## src/rx_pkg.sv

```systemverilog
package rx_pkg;

    //////////////////////////////////////////////////
    // basic field types
    //////////////////////////////////////////////////

    // one decoded byte from the demodulator
    typedef logic [7:0] byte_t;

    // rssi and power threshold, half-dB steps
    typedef logic [10:0] rssi_t;

    // legacy rate code, bit 3 always set for valid rates
    typedef logic [3:0] rate_t;

    // legacy length in bytes, fcs included
    typedef logic [11:0] len_t;

    // data byte counter
    typedef logic [15:0] count_t;

    //////////////////////////////////////////////////
    // status and state encodings
    //////////////////////////////////////////////////

    typedef enum logic [3:0] {
        E_OK               = 4'd0,
        E_PARITY_FAIL      = 4'd1,
        E_WRONG_RSVD       = 4'd2,
        E_WRONG_TAIL       = 4'd3,
        E_UNSUPPORTED_RATE = 4'd4,
        E_WRONG_FCS        = 4'd5
    } status_t;

    typedef enum logic [2:0] {
        S_WAIT_POWER_TRIGGER = 3'd0,
        S_WAIT_PREAMBLE      = 3'd1,
        S_DECODE_SIGNAL      = 3'd2,
        S_CHECK_SIGNAL       = 3'd3,
        S_SIGNAL_ERROR       = 3'd4,
        S_DECODE_DATA        = 3'd5,
        S_DECODE_DONE        = 3'd6
    } state_t;

    // the SIGNAL field is 24 bits, three bytes
    localparam int SIGNAL_BYTES = 3;

    // crc-32 residue after a frame with a good fcs
    localparam logic [31:0] EXPECTED_FCS = 32'hc704dd7b;

endpackage

```

## src/fcs_checker.sv

```systemverilog
`timescale 1ns/1ps

module fcs_checker import rx_pkg::*; (
    input  logic  clock,
    input  logic  reset,

    input  logic  clear_i,
    input  logic  update_i,
    input  byte_t byte_i,

    output logic  match_o
);

    localparam logic [31:0] CRC_POLY = 32'h04c11db7;

    logic [31:0] crc_q;
    logic [31:0] crc_base;

    // msb-first crc over one byte, lsb of the byte goes in first
    function automatic logic [31:0] crc_step(input logic [31:0] crc, input byte_t data);
        logic [31:0] c;
        logic        fb;
        c = crc;
        for (int i = 0; i < 8; i++) begin
            fb = c[31] ^ data[i];
            c  = {c[30:0], 1'b0};
            if (fb) begin
                c = c ^ CRC_POLY;
            end
        end
        return c;
    endfunction

    // a byte arriving with the clear pulse starts a fresh crc
    assign crc_base = clear_i ? 32'hffffffff : crc_q;

    always_ff @(posedge clock) begin
        if (reset) begin
            crc_q <= 32'hffffffff;
        end else if (update_i) begin
            crc_q <= crc_step(crc_base, byte_i);
        end else begin
            crc_q <= crc_base;
        end
    end

    // residue compare once the fcs bytes went through
    assign match_o = (crc_q == EXPECTED_FCS);

endmodule

```

## src/rx_control_fsm.sv

```systemverilog
`timescale 1ns/1ps

module rx_control_fsm import rx_pkg::*; (
    input  logic    clock,
    input  logic    reset,

    input  logic    power_trigger_i,
    input  logic    preamble_detected_i,
    input  logic    byte_strobe_i,

    // from the SIGNAL parser
    input  rate_t   sig_rate_i,
    input  len_t    sig_len_i,
    input  status_t sig_verdict_i,

    // from the fcs checker
    input  logic    fcs_match_i,

    output logic    signal_shift_o,
    output logic    fcs_clear_o,
    output logic    fcs_update_o,

    output logic    demod_is_ongoing_o,
    output logic    pkt_header_valid_o,
    output logic    pkt_header_valid_strobe_o,
    output rate_t   pkt_rate_o,
    output len_t    pkt_len_o,
    output count_t  byte_count_o,
    output logic    fcs_out_strobe_o,
    output logic    fcs_ok_o,
    output status_t status_code_o
);

    state_t     state_q;
    logic [1:0] sig_count_q;
    logic       fcs_clear_q;

    // byte routing only while the matching state is active
    assign signal_shift_o = (state_q == S_DECODE_SIGNAL) && byte_strobe_i;
    assign fcs_update_o   = (state_q == S_DECODE_DATA) && byte_strobe_i;
    assign fcs_clear_o    = fcs_clear_q;

    always_ff @(posedge clock) begin
        if (reset) begin
            state_q                   <= S_WAIT_POWER_TRIGGER;
            sig_count_q               <= '0;
            fcs_clear_q               <= 1'b0;
            demod_is_ongoing_o        <= 1'b0;
            pkt_header_valid_o        <= 1'b0;
            pkt_header_valid_strobe_o <= 1'b0;
            pkt_rate_o                <= '0;
            pkt_len_o                 <= '0;
            byte_count_o              <= '0;
            fcs_out_strobe_o          <= 1'b0;
            fcs_ok_o                  <= 1'b0;
            status_code_o             <= E_OK;
        end else begin
            // single cycle pulse unless set below
            fcs_clear_q <= 1'b0;

            case (state_q)
                S_WAIT_POWER_TRIGGER: begin
                    if (power_trigger_i) begin
                        state_q <= S_WAIT_PREAMBLE;
                    end
                end

                S_WAIT_PREAMBLE: begin
                    if (!power_trigger_i) begin
                        // power gone before any preamble
                        state_q <= S_WAIT_POWER_TRIGGER;
                    end else if (preamble_detected_i) begin
                        demod_is_ongoing_o <= 1'b1;
                        sig_count_q        <= '0;
                        byte_count_o       <= '0;
                        state_q            <= S_DECODE_SIGNAL;
                    end
                end

                //////////////////////////////////////////////////
                // SIGNAL field
                //////////////////////////////////////////////////

                S_DECODE_SIGNAL: begin
                    if (byte_strobe_i) begin
                        if (sig_count_q == 2'(SIGNAL_BYTES - 1)) begin
                            sig_count_q <= '0;
                            state_q     <= S_CHECK_SIGNAL;
                        end else begin
                            sig_count_q <= sig_count_q + 2'd1;
                        end
                    end
                end

                S_CHECK_SIGNAL: begin
                    pkt_header_valid_strobe_o <= 1'b1;
                    status_code_o             <= sig_verdict_i;
                    if (sig_verdict_i == E_OK) begin
                        pkt_header_valid_o <= 1'b1;
                        pkt_rate_o         <= sig_rate_i;
                        pkt_len_o          <= sig_len_i;
                        byte_count_o       <= '0;
                        fcs_clear_q        <= 1'b1;
                        state_q            <= S_DECODE_DATA;
                    end else begin
                        state_q <= S_SIGNAL_ERROR;
                    end
                end

                S_SIGNAL_ERROR: begin
                    pkt_header_valid_strobe_o <= 1'b0;
                    demod_is_ongoing_o        <= 1'b0;
                    state_q                   <= S_WAIT_POWER_TRIGGER;
                end

                //////////////////////////////////////////////////
                // payload and fcs
                //////////////////////////////////////////////////

                S_DECODE_DATA: begin
                    pkt_header_valid_o        <= 1'b0;
                    pkt_header_valid_strobe_o <= 1'b0;

                    if (byte_strobe_i) begin
                        byte_count_o <= byte_count_o + count_t'(1);
                    end

                    // checker residue already covers the last counted byte
                    if (byte_count_o >= count_t'(pkt_len_o)) begin
                        fcs_out_strobe_o <= 1'b1;
                        fcs_ok_o         <= fcs_match_i;
                        status_code_o    <= fcs_match_i ? E_OK : E_WRONG_FCS;
                        state_q          <= S_DECODE_DONE;
                    end
                end

                S_DECODE_DONE: begin
                    fcs_out_strobe_o   <= 1'b0;
                    fcs_ok_o           <= 1'b0;
                    demod_is_ongoing_o <= 1'b0;
                    state_q            <= S_WAIT_POWER_TRIGGER;
                end

                default: begin
                    state_q <= S_WAIT_POWER_TRIGGER;
                end
            endcase
        end
    end

endmodule

```

## src/rx_packet_ctrl.sv

```systemverilog
`timescale 1ns/1ps

module rx_packet_ctrl import rx_pkg::*; (
    input  logic    clock,
    input  logic    reset,

    input  rssi_t   rssi_half_db_i,
    input  rssi_t   power_thres_i,
    input  logic    preamble_detected_i,
    input  byte_t   byte_i,
    input  logic    byte_strobe_i,

    output logic    demod_is_ongoing_o,
    output logic    pkt_header_valid_o,
    output logic    pkt_header_valid_strobe_o,
    output rate_t   pkt_rate_o,
    output len_t    pkt_len_o,
    output count_t  byte_count_o,
    output logic    fcs_out_strobe_o,
    output logic    fcs_ok_o,
    output status_t status_code_o
);

    logic    power_trigger;
    logic    signal_shift;
    logic    fcs_clear;
    logic    fcs_update;
    logic    fcs_match;
    rate_t   sig_rate;
    len_t    sig_len;
    status_t sig_verdict;

    // plain level compare, no hysteresis
    assign power_trigger = (rssi_half_db_i >= power_thres_i);

    signal_field_parser signal_field_parser_i (
        .clock     (clock),
        .reset     (reset),
        .byte_i    (byte_i),
        .shift_i   (signal_shift),
        .rate_o    (sig_rate),
        .len_o     (sig_len),
        .verdict_o (sig_verdict)
    );

    rx_control_fsm rx_control_fsm_i (
        .clock                     (clock),
        .reset                     (reset),
        .power_trigger_i           (power_trigger),
        .preamble_detected_i       (preamble_detected_i),
        .byte_strobe_i             (byte_strobe_i),
        .sig_rate_i                (sig_rate),
        .sig_len_i                 (sig_len),
        .sig_verdict_i             (sig_verdict),
        .fcs_match_i               (fcs_match),
        .signal_shift_o            (signal_shift),
        .fcs_clear_o               (fcs_clear),
        .fcs_update_o              (fcs_update),
        .demod_is_ongoing_o        (demod_is_ongoing_o),
        .pkt_header_valid_o        (pkt_header_valid_o),
        .pkt_header_valid_strobe_o (pkt_header_valid_strobe_o),
        .pkt_rate_o                (pkt_rate_o),
        .pkt_len_o                 (pkt_len_o),
        .byte_count_o              (byte_count_o),
        .fcs_out_strobe_o          (fcs_out_strobe_o),
        .fcs_ok_o                  (fcs_ok_o),
        .status_code_o             (status_code_o)
    );

    fcs_checker fcs_checker_i (
        .clock    (clock),
        .reset    (reset),
        .clear_i  (fcs_clear),
        .update_i (fcs_update),
        .byte_i   (byte_i),
        .match_o  (fcs_match)
    );

endmodule

```

## src/signal_field_parser.sv

```systemverilog
`timescale 1ns/1ps

module signal_field_parser import rx_pkg::*; (
    input  logic    clock,
    input  logic    reset,

    input  byte_t   byte_i,
    input  logic    shift_i,

    output rate_t   rate_o,
    output len_t    len_o,
    output status_t verdict_o
);

    // SIGNAL bits, lsb byte arrives first
    logic [23:0] sig_q;

    logic       rsvd;
    logic       parity_ok;
    logic [5:0] tail;

    always_ff @(posedge clock) begin
        if (reset) begin
            sig_q <= '0;
        end else if (shift_i) begin
            // new byte enters at the top, older ones move down
            sig_q <= {byte_i, sig_q[23:8]};
        end
    end

    //////////////////////////////////////////////////
    // field unpacking
    //////////////////////////////////////////////////

    assign rate_o    = sig_q[3:0];
    assign rsvd      = sig_q[4];
    assign len_o     = sig_q[16:5];
    assign tail      = sig_q[23:18];

    // even parity over rate, rsvd, length and the parity bit itself
    assign parity_ok = ~^sig_q[17:0];

    //////////////////////////////////////////////////
    // prioritized header check
    //////////////////////////////////////////////////

    always_comb begin
        if (!parity_ok) begin
            verdict_o = E_PARITY_FAIL;
        end else if (rsvd) begin
            verdict_o = E_WRONG_RSVD;
        end else if (|tail) begin
            verdict_o = E_WRONG_TAIL;
        end else if (!rate_o[3]) begin
            verdict_o = E_UNSUPPORTED_RATE;
        end else begin
            verdict_o = E_OK;
        end
    end

endmodule

```

## config.mk

```make
export PLATFORM = sky130hd
export DESIGN_NAME = rx_packet_ctrl
export DESIGN_NICKNAME = d
export VERILOG_FILES = /design/src/rx_pkg.sv /design/src/fcs_checker.sv /design/src/rx_control_fsm.sv /design/src/rx_packet_ctrl.sv /design/src/signal_field_parser.sv
export SDC_FILE = /design/constraint.sdc
export NUM_CORES = 1
export LEC_CHECK = 0
export ABC_AREA = 1
export ABC_CLOCK_PERIOD_IN_PS = 2750
export CORE_MARGIN = 2
export CORE_UTILIZATION = 30
export DETAILED_ROUTE_END_ITERATION = 8
export DONT_BUFFER_PORTS = 1
export PLACE_DENSITY = 0.55
export SYNTH_ARGS = -nofsm -noshare
export SYNTH_HDL_FRONTEND = slang
export SYNTH_HIERARCHICAL = 1
export SYNTH_SLANG_ARGS = --single-unit
export TNS_END_PERCENT = 30
```

## constraint.sdc

```tcl
create_clock -name clock -period 2.75 [get_ports clock]
set_clock_uncertainty 0.05 [all_clocks]
set_input_delay 0.275 -clock clock [delete_from_list [all_inputs] [get_ports clock]]
set_output_delay 0.275 -clock clock [all_outputs]
set_load 0.01 [all_outputs]
```

# Yosys cells after proc, flatten, opt, wreduce, memory -nomap -nowiden
# Index checks and enable logic that the tools add are counted.
# word_totals
in_bits	34
ff_bits	103
output_inout_bits	41
# op_classes
n_reduce_logical	23
eq_ne	17
mux	60
addsub	2
n_bitwise	17
order_cmp	2
# op_table
cell	count
two-way mux 32 bit	16
two-way mux 27 bit	8
NOT 14 bit	8
two-way mux 16 bit	4
one-hot mux 16 bit (3 select lines)	1
equality test 32 bit (second input constant)	1
two-way mux 3 bit	8
XNOR reduction 18 bit	1
adder 16 x 1 -> 16 bit (second input constant)	1
greater-or-equal comparator 16 x 12 -> 1 bit	1
two-way mux 4 bit	4
one-hot mux 3 bit (5 select lines)	1
greater-or-equal comparator 11 bit	1
inequality test 2 bit (second input constant)	5
one-hot mux 1 bit (2 select lines)	5
AND reduction 5 bit	2
nonzero test 2 bit	5
equality test 3 bit (second input constant)	3
two-way mux 2 bit	4
one-hot mux 4 bit (2 select lines)	1
AND reduction 2 bit	4
XOR 1 bit	8
two-way mux 1 bit	7
equality test 3 x 2 -> 1 bit (second input constant)	2
15 further kinds	20

# Depth between registers and ports, before layout
# Gate-level depths: netlist of the first run.
# logic_depth
depth_word	32
depth_mapped	21

# Modules after synthesis
# Netlist of the first run, hierarchy kept.
# modules_own_cells
module	seq_area_each_um2	area_each_um2	n_inst	cells_each
fcs_checker	640.6	2566.2	1	395
rx_control_fsm	940.9	2432.3	1	341
signal_field_parser	480.5	1377.6	1	218
rx_packet_ctrl	0.0	344.1	1	58

# Worst setup path after synthesis of the first run
# Ideal clock, no wire load.
# synth_path
path_kind	register to register
start	register signal_field_parser_i.sig_q[9]
end	register rx_control_fsm_i.byte_count_o[12]
t_required_ns	2.587
path_stages_with_launch	21
slack_ns	0.660
arrival_ns	1.927
path_buffers	0
path_cell_list	dfxtp_1 nand2_1 inv_1 nor2_1 nand2_1 nand2_1 nand2_1 nand2_2 inv_1 nand2_1 nand3_2 nand2_2 nor2_1 nor2_1 nand2_1 nand2_1 nand3_2 o21ai_2 inv_1 o21ai_1 nor2_1
# synth_between
elab_chain_cells	5
# synth_rtl
element	line	text
start: declaration	signal_field_parser.sv:16	logic [23:0] sig_q;
start signal: assignment	signal_field_parser.sv:27	sig_q <= {byte_i, sig_q[23:8]};
XNOR reduction 18 bit	signal_field_parser.sv:41	assign parity_ok = ~^sig_q[17:0];
two-way mux 4 bit	signal_field_parser.sv:48	if (!parity_ok) begin
via sig_verdict[2]	rx_packet_ctrl.sv:31	status_t sig_verdict;
logical NOT 4 bit	rx_control_fsm.sv:98	if (sig_verdict_i == E_OK) begin
inequality test 2 x 1 -> 1 bit (no source line)	n/a	
AND reduction 5 bit (no source line)	n/a	
end signal: assignment	rx_control_fsm.sv:125	byte_count_o <= byte_count_o + count_t'(1);
end: declaration	rx_control_fsm.sv:28	output count_t byte_count_o,
# The timed path passes the listed nets, and every way through them passes these cells.
# A chain may end at the register's enable or synchronous reset.

# Worst setup path after layout of the first run
# layout_path
start	register signal_field_parser_i.sig_q[11]
end	register rx_control_fsm_i.byte_count_o[7]
# The elaborated chain is that of the path after synthesis.

==> results.txt, run 1 <==
----------------------------------------------------
[Status]
  Status ... finished clean

[Clock tree]
  Sinks on Clock Net ... 103
  Clock-pin slew reported for the worst setup and hold paths after clock tree synthesis ... 0.07 ns
  TritonCTS clock tree ... built
  Htree depth ... 3
  Root cell of the clock tree ... clkbuf_16
  Maximum number of buffers from clock root to sink ... 2
  Clock buffer count from CTS ... 9
  Clock Latency Late Sink ... 0.36 ns

[Floorplanning]
  I/O pin cnt ... 75
  Row Count ... 54
  Die Y ... 154 um
  Area of the die ... 23,600 sq um
  Core box area ... 21,900 sq um
  Die extent in x ... 154 um
  Initial core utilization ... 0.307

[Final layout]
  Share of cells above drive strength 1 ... 0.133
  Net count of the finished layout ... 1,058
  Most used cells in the layout excluding fill and tap cells ... nand2_1 (273), nor2_1 (116), inv_1 (105)
  Layout Cells excl Fill ... 1,285
  Finished layout cell area ... 7330 sq um
  Most frequent standard cell in the layout excluding fill and tap cells ... nand2_1
  Inserted Diodes ... 0
  Area growth, synth to finish ... 9.10%

[Global routing]
  Pin count of the biggest net entering global routing ... 56
  All-layer global routing usage ... 0.153
  GRT overflow ... 0
  Wire length of the first global-routing pass ... 29,100 um
  Via count of the first global-routing pass ... 5,574
  Antenna violations before repair ... 0

[Drt]
  Total via count after detailed routing ... 6,103
  Via count normalized by instance count ... 4.75
  Number of antenna-violating nets in the routed design ... 0
  Drt first-iter violations ... 465
  Final wirelength ... 18,000 um
  Detailed Routing Iterations Pass 1 ... 5
  DRC violations left ... 0
  Average routed wire per standard cell ... 14.0 um

[Synthesis]
  Proportion of synthesized flip-flops having asynchronous set or reset ... 0
  Number of enable-type register cells in the synthesized netlist ... 0
  Proportion of synthesized chip area in sequential cells ... 0.307
  Synth Flop Type ... dfxtp_1
  Netlist cell types ... 46
  Number of synthesis warnings ... 6
  Post-Syn Area ... 6720 sq um
  Synthesized flop and latch total ... 103
  Syn avg cell area ... 6.64 sq um
  Number of instances in the synthesized netlist ... 1,012
  Syn_nets ... 1,070

[Placed design]
  GP Congestion ... 0.850
  Dpl hpwl ... 13,600 um
  Cell count after placement ... 1,262
  Area after detailed placement ... 6910 sq um
  Number of port buffers ... 0

[STA]
  Slew Viols, Final ... 0
  Final period util ... 0.883
  Final hold violation count ... 0
  Relative max-transition margin ... 0.512
  Max Fclk ... 0.412 GHz
  Number of setup violations in the final report ... 0
  Crit path time final ... 2.43 ns
  Worst-margin pin slew ... 0.731 ns

[Worst setup path]
  Kind of end point of the critical path ... flip-flop
  Type of element launching the critical path ... flip-flop
  Critical Path Most Common Cell ... nand2_1
  Slowest stage cell, crit path ... dfxtp_1
  Req. time, crit path ... 3.00 ns
  CP max FO ... 8
  Cells traversed along the worst timing path ... inv_2 > nand2_1 > nand2_1 > nand2_1 > nand2_1 > nand2_1 > nand2_2 > inv_1 > nand2_1 > nand3_2 > nand3_1 > nor2_1 > nand2_1 > nand2_1 > nand3_4 > buf_4 > buf_4 > nor3_1 > a21oi_1 > nor2_1
  CP Class ... reg2reg
  Stage delay of the slowest cell on the critical path ... 0.42 ns
  Data arrival time of the critical path ... 2.68 ns

[Power]
  Leakage dissipation ... 3.28 nW
  Power Dens Cells ... 591 nW/um^2
  VDD IR-drop max ... 0.000296 V
  Final Total Pwr ... 4.33 mW

[Hold path]
  Min-delay worst type ... in2reg

[Run]
  Max-capacitance violation count ... 0

----------------------------------------------------
## cell type report
type	instances	area [sq um]
clock inverters	7	104
flip-flops and latches	103	2070
clock buffers	9	225
fillers	2407	14600
well taps	280	350
inverters	130	493
multi-input cells	733	3890
repair buffers	23	198
## cell families (layout without fill, tap and decap cells)
group,after synthesis,after routing,synth area share
other,1,1,0.000558
DFF,103,103,0.307
buffers and inverters,176,169,0.116
adders and majority gates,24,24,0.0447
and+or+nand+nor,526,526,0.352
AOI/OAI and AO/OA,147,147,0.125
xor gates and xnor gates,35,35,0.0546
## report_power, final
group	total [mW]	internal, mW	switching [mW]
logic	1.23	0.434	0.793
registers	1.68	1.57	0.103
clock network	1.43	0.809	0.619
## worst max-delay path: cells and delay by family (launching register included)
family	cells	cell delay [ns]
compound gates	1	0.06
flops	1	0.42
buf+inv	4	0.50
simple gates	15	1.35
## final timing paths
path	endpoint	from	cells after the start	slack (ns)
setup / recovery	rx_control_fsm_i/byte_count_o[7]$_SDFFE_PP0P_	signal_field_parser_i/sig_q[11]$_SDFFE_PP0P_	20	0.32
hold / removal	signal_field_parser_i/sig_q[18]$_SDFFE_PP0P_	byte_i[2]	2	0.02
hold reg to reg	signal_field_parser_i/sig_q[18]$_SDFFE_PP0P_	signal_field_parser_i/sig_q[18]$_SDFFE_PP0P_	2	0.44
setup reg to reg	rx_control_fsm_i/byte_count_o[7]$_SDFFE_PP0P_	signal_field_parser_i/sig_q[11]$_SDFFE_PP0P_	20	0.32
## cell usage after synthesis (3+ instances only)
cell	n	share of area
a31oi_1	3	0.0028
inv_2	24	0.013
nor2_2	5	0.0047
o21ai_1	11	0.0082
a21oi_1	63	0.047
nand3_1	41	0.031
inv_1	105	0.059
nand4_1	10	0.0093
clkbuf_1	16	0.0089
buf_2	8	0.0060
nor2_1	118	0.066
nand2_2	31	0.029
a211oi_1	18	0.020
buf_4	18	0.020
xnor2_1	4	0.0052
nor4_1	7	0.0065
nand2_4	7	0.012
dfxtp_1	103	0.31
ha_1	24	0.045
nand2_1	273	0.15
nand3_2	3	0.0045
o211ai_1	12	0.013
nor3_1	16	0.012
buf_6	3	0.0050
nor2_4	6	0.010
o22ai_1	3	0.0028
o21ai_0	31	0.023
xor2_1	26	0.034
## routing by layer
metal / wire, um / global-route usage / share of wire
met5: 0 / 0 / 0
met4: 303 / 0.0450 / 0.017
met2: 8260 / 0.247 / 0.46
met1: 8240 / 0.201 / 0.46
met3: 1240 / 0.0426 / 0.069
## repair_timing
| action | CTS | global route |
|---|---|---|
| hold endpoints to repair | 55 | 0 |
| setup buffers | 0 | 4 |
| hold buffers | 3 | 0 |
| gates resized for setup | 0 | 6 |
| endpoints found under the setup margin | 0 | 16 |
## sequential cells by signal (all words and copies together), names as in the netlist
name / cells
rx_control_fsm_i/fcs_clear_o: 1
rx_control_fsm_i/demod_is_ongoing_o: 1
rx_control_fsm_i/status_code_o: 4
rx_control_fsm_i/pkt_header_valid_strobe_o: 1
rx_control_fsm_i/fcs_out_strobe_o: 1
rx_control_fsm_i/state_q: 3
rx_control_fsm_i/sig_count_q: 2
rx_control_fsm_i/fcs_ok_o: 1
fcs_checker_i/crc_q: 32
rx_control_fsm_i/pkt_header_valid_o: 1
signal_field_parser_i/sig_q: 24
rx_control_fsm_i/byte_count_o: 16
rx_control_fsm_i/pkt_len_o: 12
rx_control_fsm_i/pkt_rate_o: 4
## metrics by stage
| step | util | setup WS [ns] | TNS (ns) | hold WS (ns) |
|---|---|---|---|---|
| 2_1_floorplan | - | 0.660 | 0 | 0.303 |
| 3_3_place_gp | 0.316 | 0.230 | 0 | 0.311 |
| 3_5_place_dp | 0.316 | 0.185 | 0 | 0.311 |
| 4_1_cts | 0.333 | 0.164 | 0 | 0.00462 |
| 5_1_grt | 0.335 | -0.00488 | -0.00488 | 0.00924 |
| 6_report | 0.335 | 0.321 | 0 | 0.0181 |
(Power assumes the default switching activity.)
==> inputs of run 2 (changes only) <==
Settings changed: CELL_PAD_IN_SITES_DETAIL_PLACEMENT set to 0, CELL_PAD_IN_SITES_GLOBAL_PLACEMENT set to 1, PLACE_DENSITY 0.55 to 0.68.
==> run 2 against run 1 <==
Compared with the run above:
- sequential cell count unchanged
- global-route usage rose by 0.77 points
- fmax rose by 0.17%
- combinational power barely moved
- sequential power hardly changed
- utilization shrank 0.30 points
- hold slack worse by 0.0017 ns
- clock power shrank 4%
- non-clock buffer count is 5 lower
- die area is the same
- setup slack better by 0.0042 ns
- register-to-register slack hardly changed
- critical path type unchanged
- largest power group unchanged
==> results.txt, run 2 (synthesized netlist as in run 1, its figures left out) <==
----------------------------------------------------
[Hold path]
  Startpoint of the tightest hold check path ... byte_i[1]
  Hold Crit Depth ... 2
  Min-delay worst type ... in2reg
  Hold EP ... signal_field_parser_i/sig_q[17]$_SDFFE_PP0P_

[STA]
  Accumulated negative setup slack ... 0 ns
  Worst-margin pin slew ... 0.768 ns
  Final period util ... 0.882
  Final hold violation count ... 0
  Number of setup violations in the final report ... 0
  Slew Viols, Final ... 0
  Relative max-transition margin ... 0.487
  Max Fclk ... 0.412 GHz
  Worst hold slack ... 0.0164 ns
  Crit path time final ... 2.42 ns
  Setup repair after global routing missed its margin ... no

[Floorplanning]
  Die Y ... 154 um
  Core box area ... 21,900 sq um
  Area of the die ... 23,600 sq um
  Initial core utilization ... 0.307
  Row Count ... 54
  I/O pin cnt ... 75
  Die extent in x ... 154 um

[Global routing]
  Via count of the first global-routing pass ... 5,664
  Most Used Layer, Global Route ... met2
  Wire length of the first global-routing pass ... 30,600 um
  All-layer global routing usage ... 0.161
  Pin count of the biggest net entering global routing ... 59
  Met2 usage ... 0.252
  Antenna violations before repair ... 0
  GRT overflow ... 0
  Met1 track demand over resource ... 0.225
  Grt met3 use ... 0.0375

[Worst setup path]
  Reg2Reg Capture Point ... rx_control_fsm_i/byte_count_o[4]$_SDFFE_PP0P_
  Data arrival time of the critical path ... 2.65 ns
  Worst setup slack for register-to-register paths ... 0.33 ns
  Reg-to-Reg Start ... signal_field_parser_i/sig_q[15]$_SDFFE_PP0P_
  CP max FO ... 8
  Length in cells of the worst reg-to-reg path ... 20
  Req. time, crit path ... 2.98 ns
  CP Class ... reg2reg
  Kind of end point of the critical path ... flip-flop
  Type of element launching the critical path ... flip-flop

[Clock tree]
  TritonCTS clock tree ... built
  Maximum number of buffers from clock root to sink ... 2
  Sinks on Clock Net ... 103
  Clock Latency Late Sink ... 0.35 ns
  Root cell of the clock tree ... clkbuf_16
  Htree depth ... 3
  Clock buffer count from CTS ... 9
  Clock-pin slew reported for the worst setup and hold paths after clock tree synthesis ... 0.08 ns

[Drt]
  Total via count after detailed routing ... 6,030
  Detailed Routing Iterations Pass 1 ... 5
  DRC violations left ... 0
  Via count normalized by instance count ... 4.71
  Final wirelength ... 18,700 um
  Average routed wire per standard cell ... 14.6 um
  Number of antenna-violating nets in the routed design ... 0
  Drt first-iter violations ... 462

[Final layout]
  Max reg flops ... 32
  Finished layout cell area ... 7270 sq um
  Fill cells ... 2,431
  Area of all sequential standard cells ... 2070 sq um
  Largest Register ... fcs_checker_i/crc_q
  Util after Layout ... 0.332
  Area used by multi-input combinational logic ... 3890 sq um
  Area growth, synth to finish ... 8.12%
  Most frequent standard cell in the layout excluding fill and tap cells ... nand2_1
  Largest registers ... fcs_checker_i/crc_q x32, signal_field_parser_i/sig_q x24, rx_control_fsm_i/byte_count_o x16
  Net count of the finished layout ... 1,053
  Most used cells in the layout excluding fill and tap cells ... nand2_1 (273), nor2_1 (116), inv_1 (105)
  Share of cells above drive strength 1 ... 0.129
  Inserted Diodes ... 0

[Power]
  Psw ... 1.54 mW
  Final Total Pwr ... 4.28 mW
  Internal Pwr Total ... 2.74 mW
  Switching Fraction ... 0.361
  VDD IR-drop max ... 0.000292 V
  Leakage dissipation ... 3.25 nW
  Reg power frac ... 0.392
  Relative contribution of the clock network to total power ... 0.319
  Part of the total power dissipated in combinational logic ... 0.289
  Power Dens Cells ... 590 nW/um^2

[Placed design]
  Number of port buffers ... 0
  Dpl hpwl ... 13,800 um
  Area after detailed placement ... 6900 sq um
  GP Congestion ... 0.809

[Run]
  Max-capacitance violation count ... 0

[Status]
  Status ... finished clean

----------------------------------------------------
[run 2: how the worst max path moves through the flow]
stage | from | slack (ns) | cells past startpoint | endpoint
after floorplan | signal_field_parser_i/sig_q[9]$_SDFFE_PP0P_ | 0.66 | 20 | rx_control_fsm_i/byte_count_o[12]$_SDFFE_PP0P_
after global placement | signal_field_parser_i/sig_q[5]$_SDFFE_PP0P_ | 0.22 | 19 | rx_control_fsm_i/byte_count_o[12]$_SDFFE_PP0P_
after detailed placement | signal_field_parser_i/sig_q[5]$_SDFFE_PP0P_ | 0.20 | 19 | rx_control_fsm_i/byte_count_o[12]$_SDFFE_PP0P_
after CTS | signal_field_parser_i/sig_q[5]$_SDFFE_PP0P_ | 0.17 | 19 | rx_control_fsm_i/byte_count_o[12]$_SDFFE_PP0P_
after global routing | signal_field_parser_i/sig_q[4]$_SDFFE_PP0P_ | 0.03 | 20 | rx_control_fsm_i/byte_count_o[2]$_SDFFE_PP0P_
final | signal_field_parser_i/sig_q[15]$_SDFFE_PP0P_ | 0.33 | 20 | rx_control_fsm_i/byte_count_o[4]$_SDFFE_PP0P_
[run 2: what timing repair did]
action / CTS / global route
hold buffers: 1 / 0
endpoints found under the hold margin: 58 / 0
setup buffers: 0 / 3
resized for setup: 0 / 3
setup endpoints to repair: 0 / 14
[run 2: final cells by class]
cell class              count  area share
clock buffers              10      0.0329
clock inverters             6     0.00947
inverters                 130      0.0678
multi-input cells         733       0.536
flip-flops and latches    103       0.284
well taps                 280      0.0482
repair buffers             18      0.0214
[run 2: worst max-delay path: stages, from the launching register on]
cell	delay (ns)
dfxtp_1	0.41
inv_2	0.09
nand2_1	0.06
nand2_1	0.07
nand2_1	0.07
nand2_1	0.05
nand2_1	0.07
nand2_2	0.06
inv_1	0.07
nand2_1	0.06
nand3_2	0.07
nand2_2	0.05
nor2_1	0.13
nor2_1	0.06
nand2_1	0.12
nand2_1	0.11
nand3_4	0.15
buf_4	0.14
o21ai_2	0.06
buf_4	0.19
nor3_1	0.18
[run 2: through the flow]
stage               instances  setup slack (ns)
floorplan                1012             0.660
detailed placement       1260             0.195
finish                   1280             0.326
CTS                      1277             0.167
global route             1280            0.0322
global placement         1260             0.221
[run 2: layer usage]
metal / up-vias / part of all wire
li1: 3179 / -
met1: 2725 / 0.50
met2: 109 / 0.44
met3: 17 / 0.049
met4: 0 / 0.013
met5: - / 0
[run 2: power by group through the flow]
stage	clock, mW	combinational [mW]	sequential (mW)
after detailed placement	0	1.16	1.71
after CTS	1.40	1.19	1.68
final	1.37	1.24	1.68
after floorplan	0	0.974	1.68
after global placement	0	1.16	1.71
after global routing	1.47	1.41	1.69
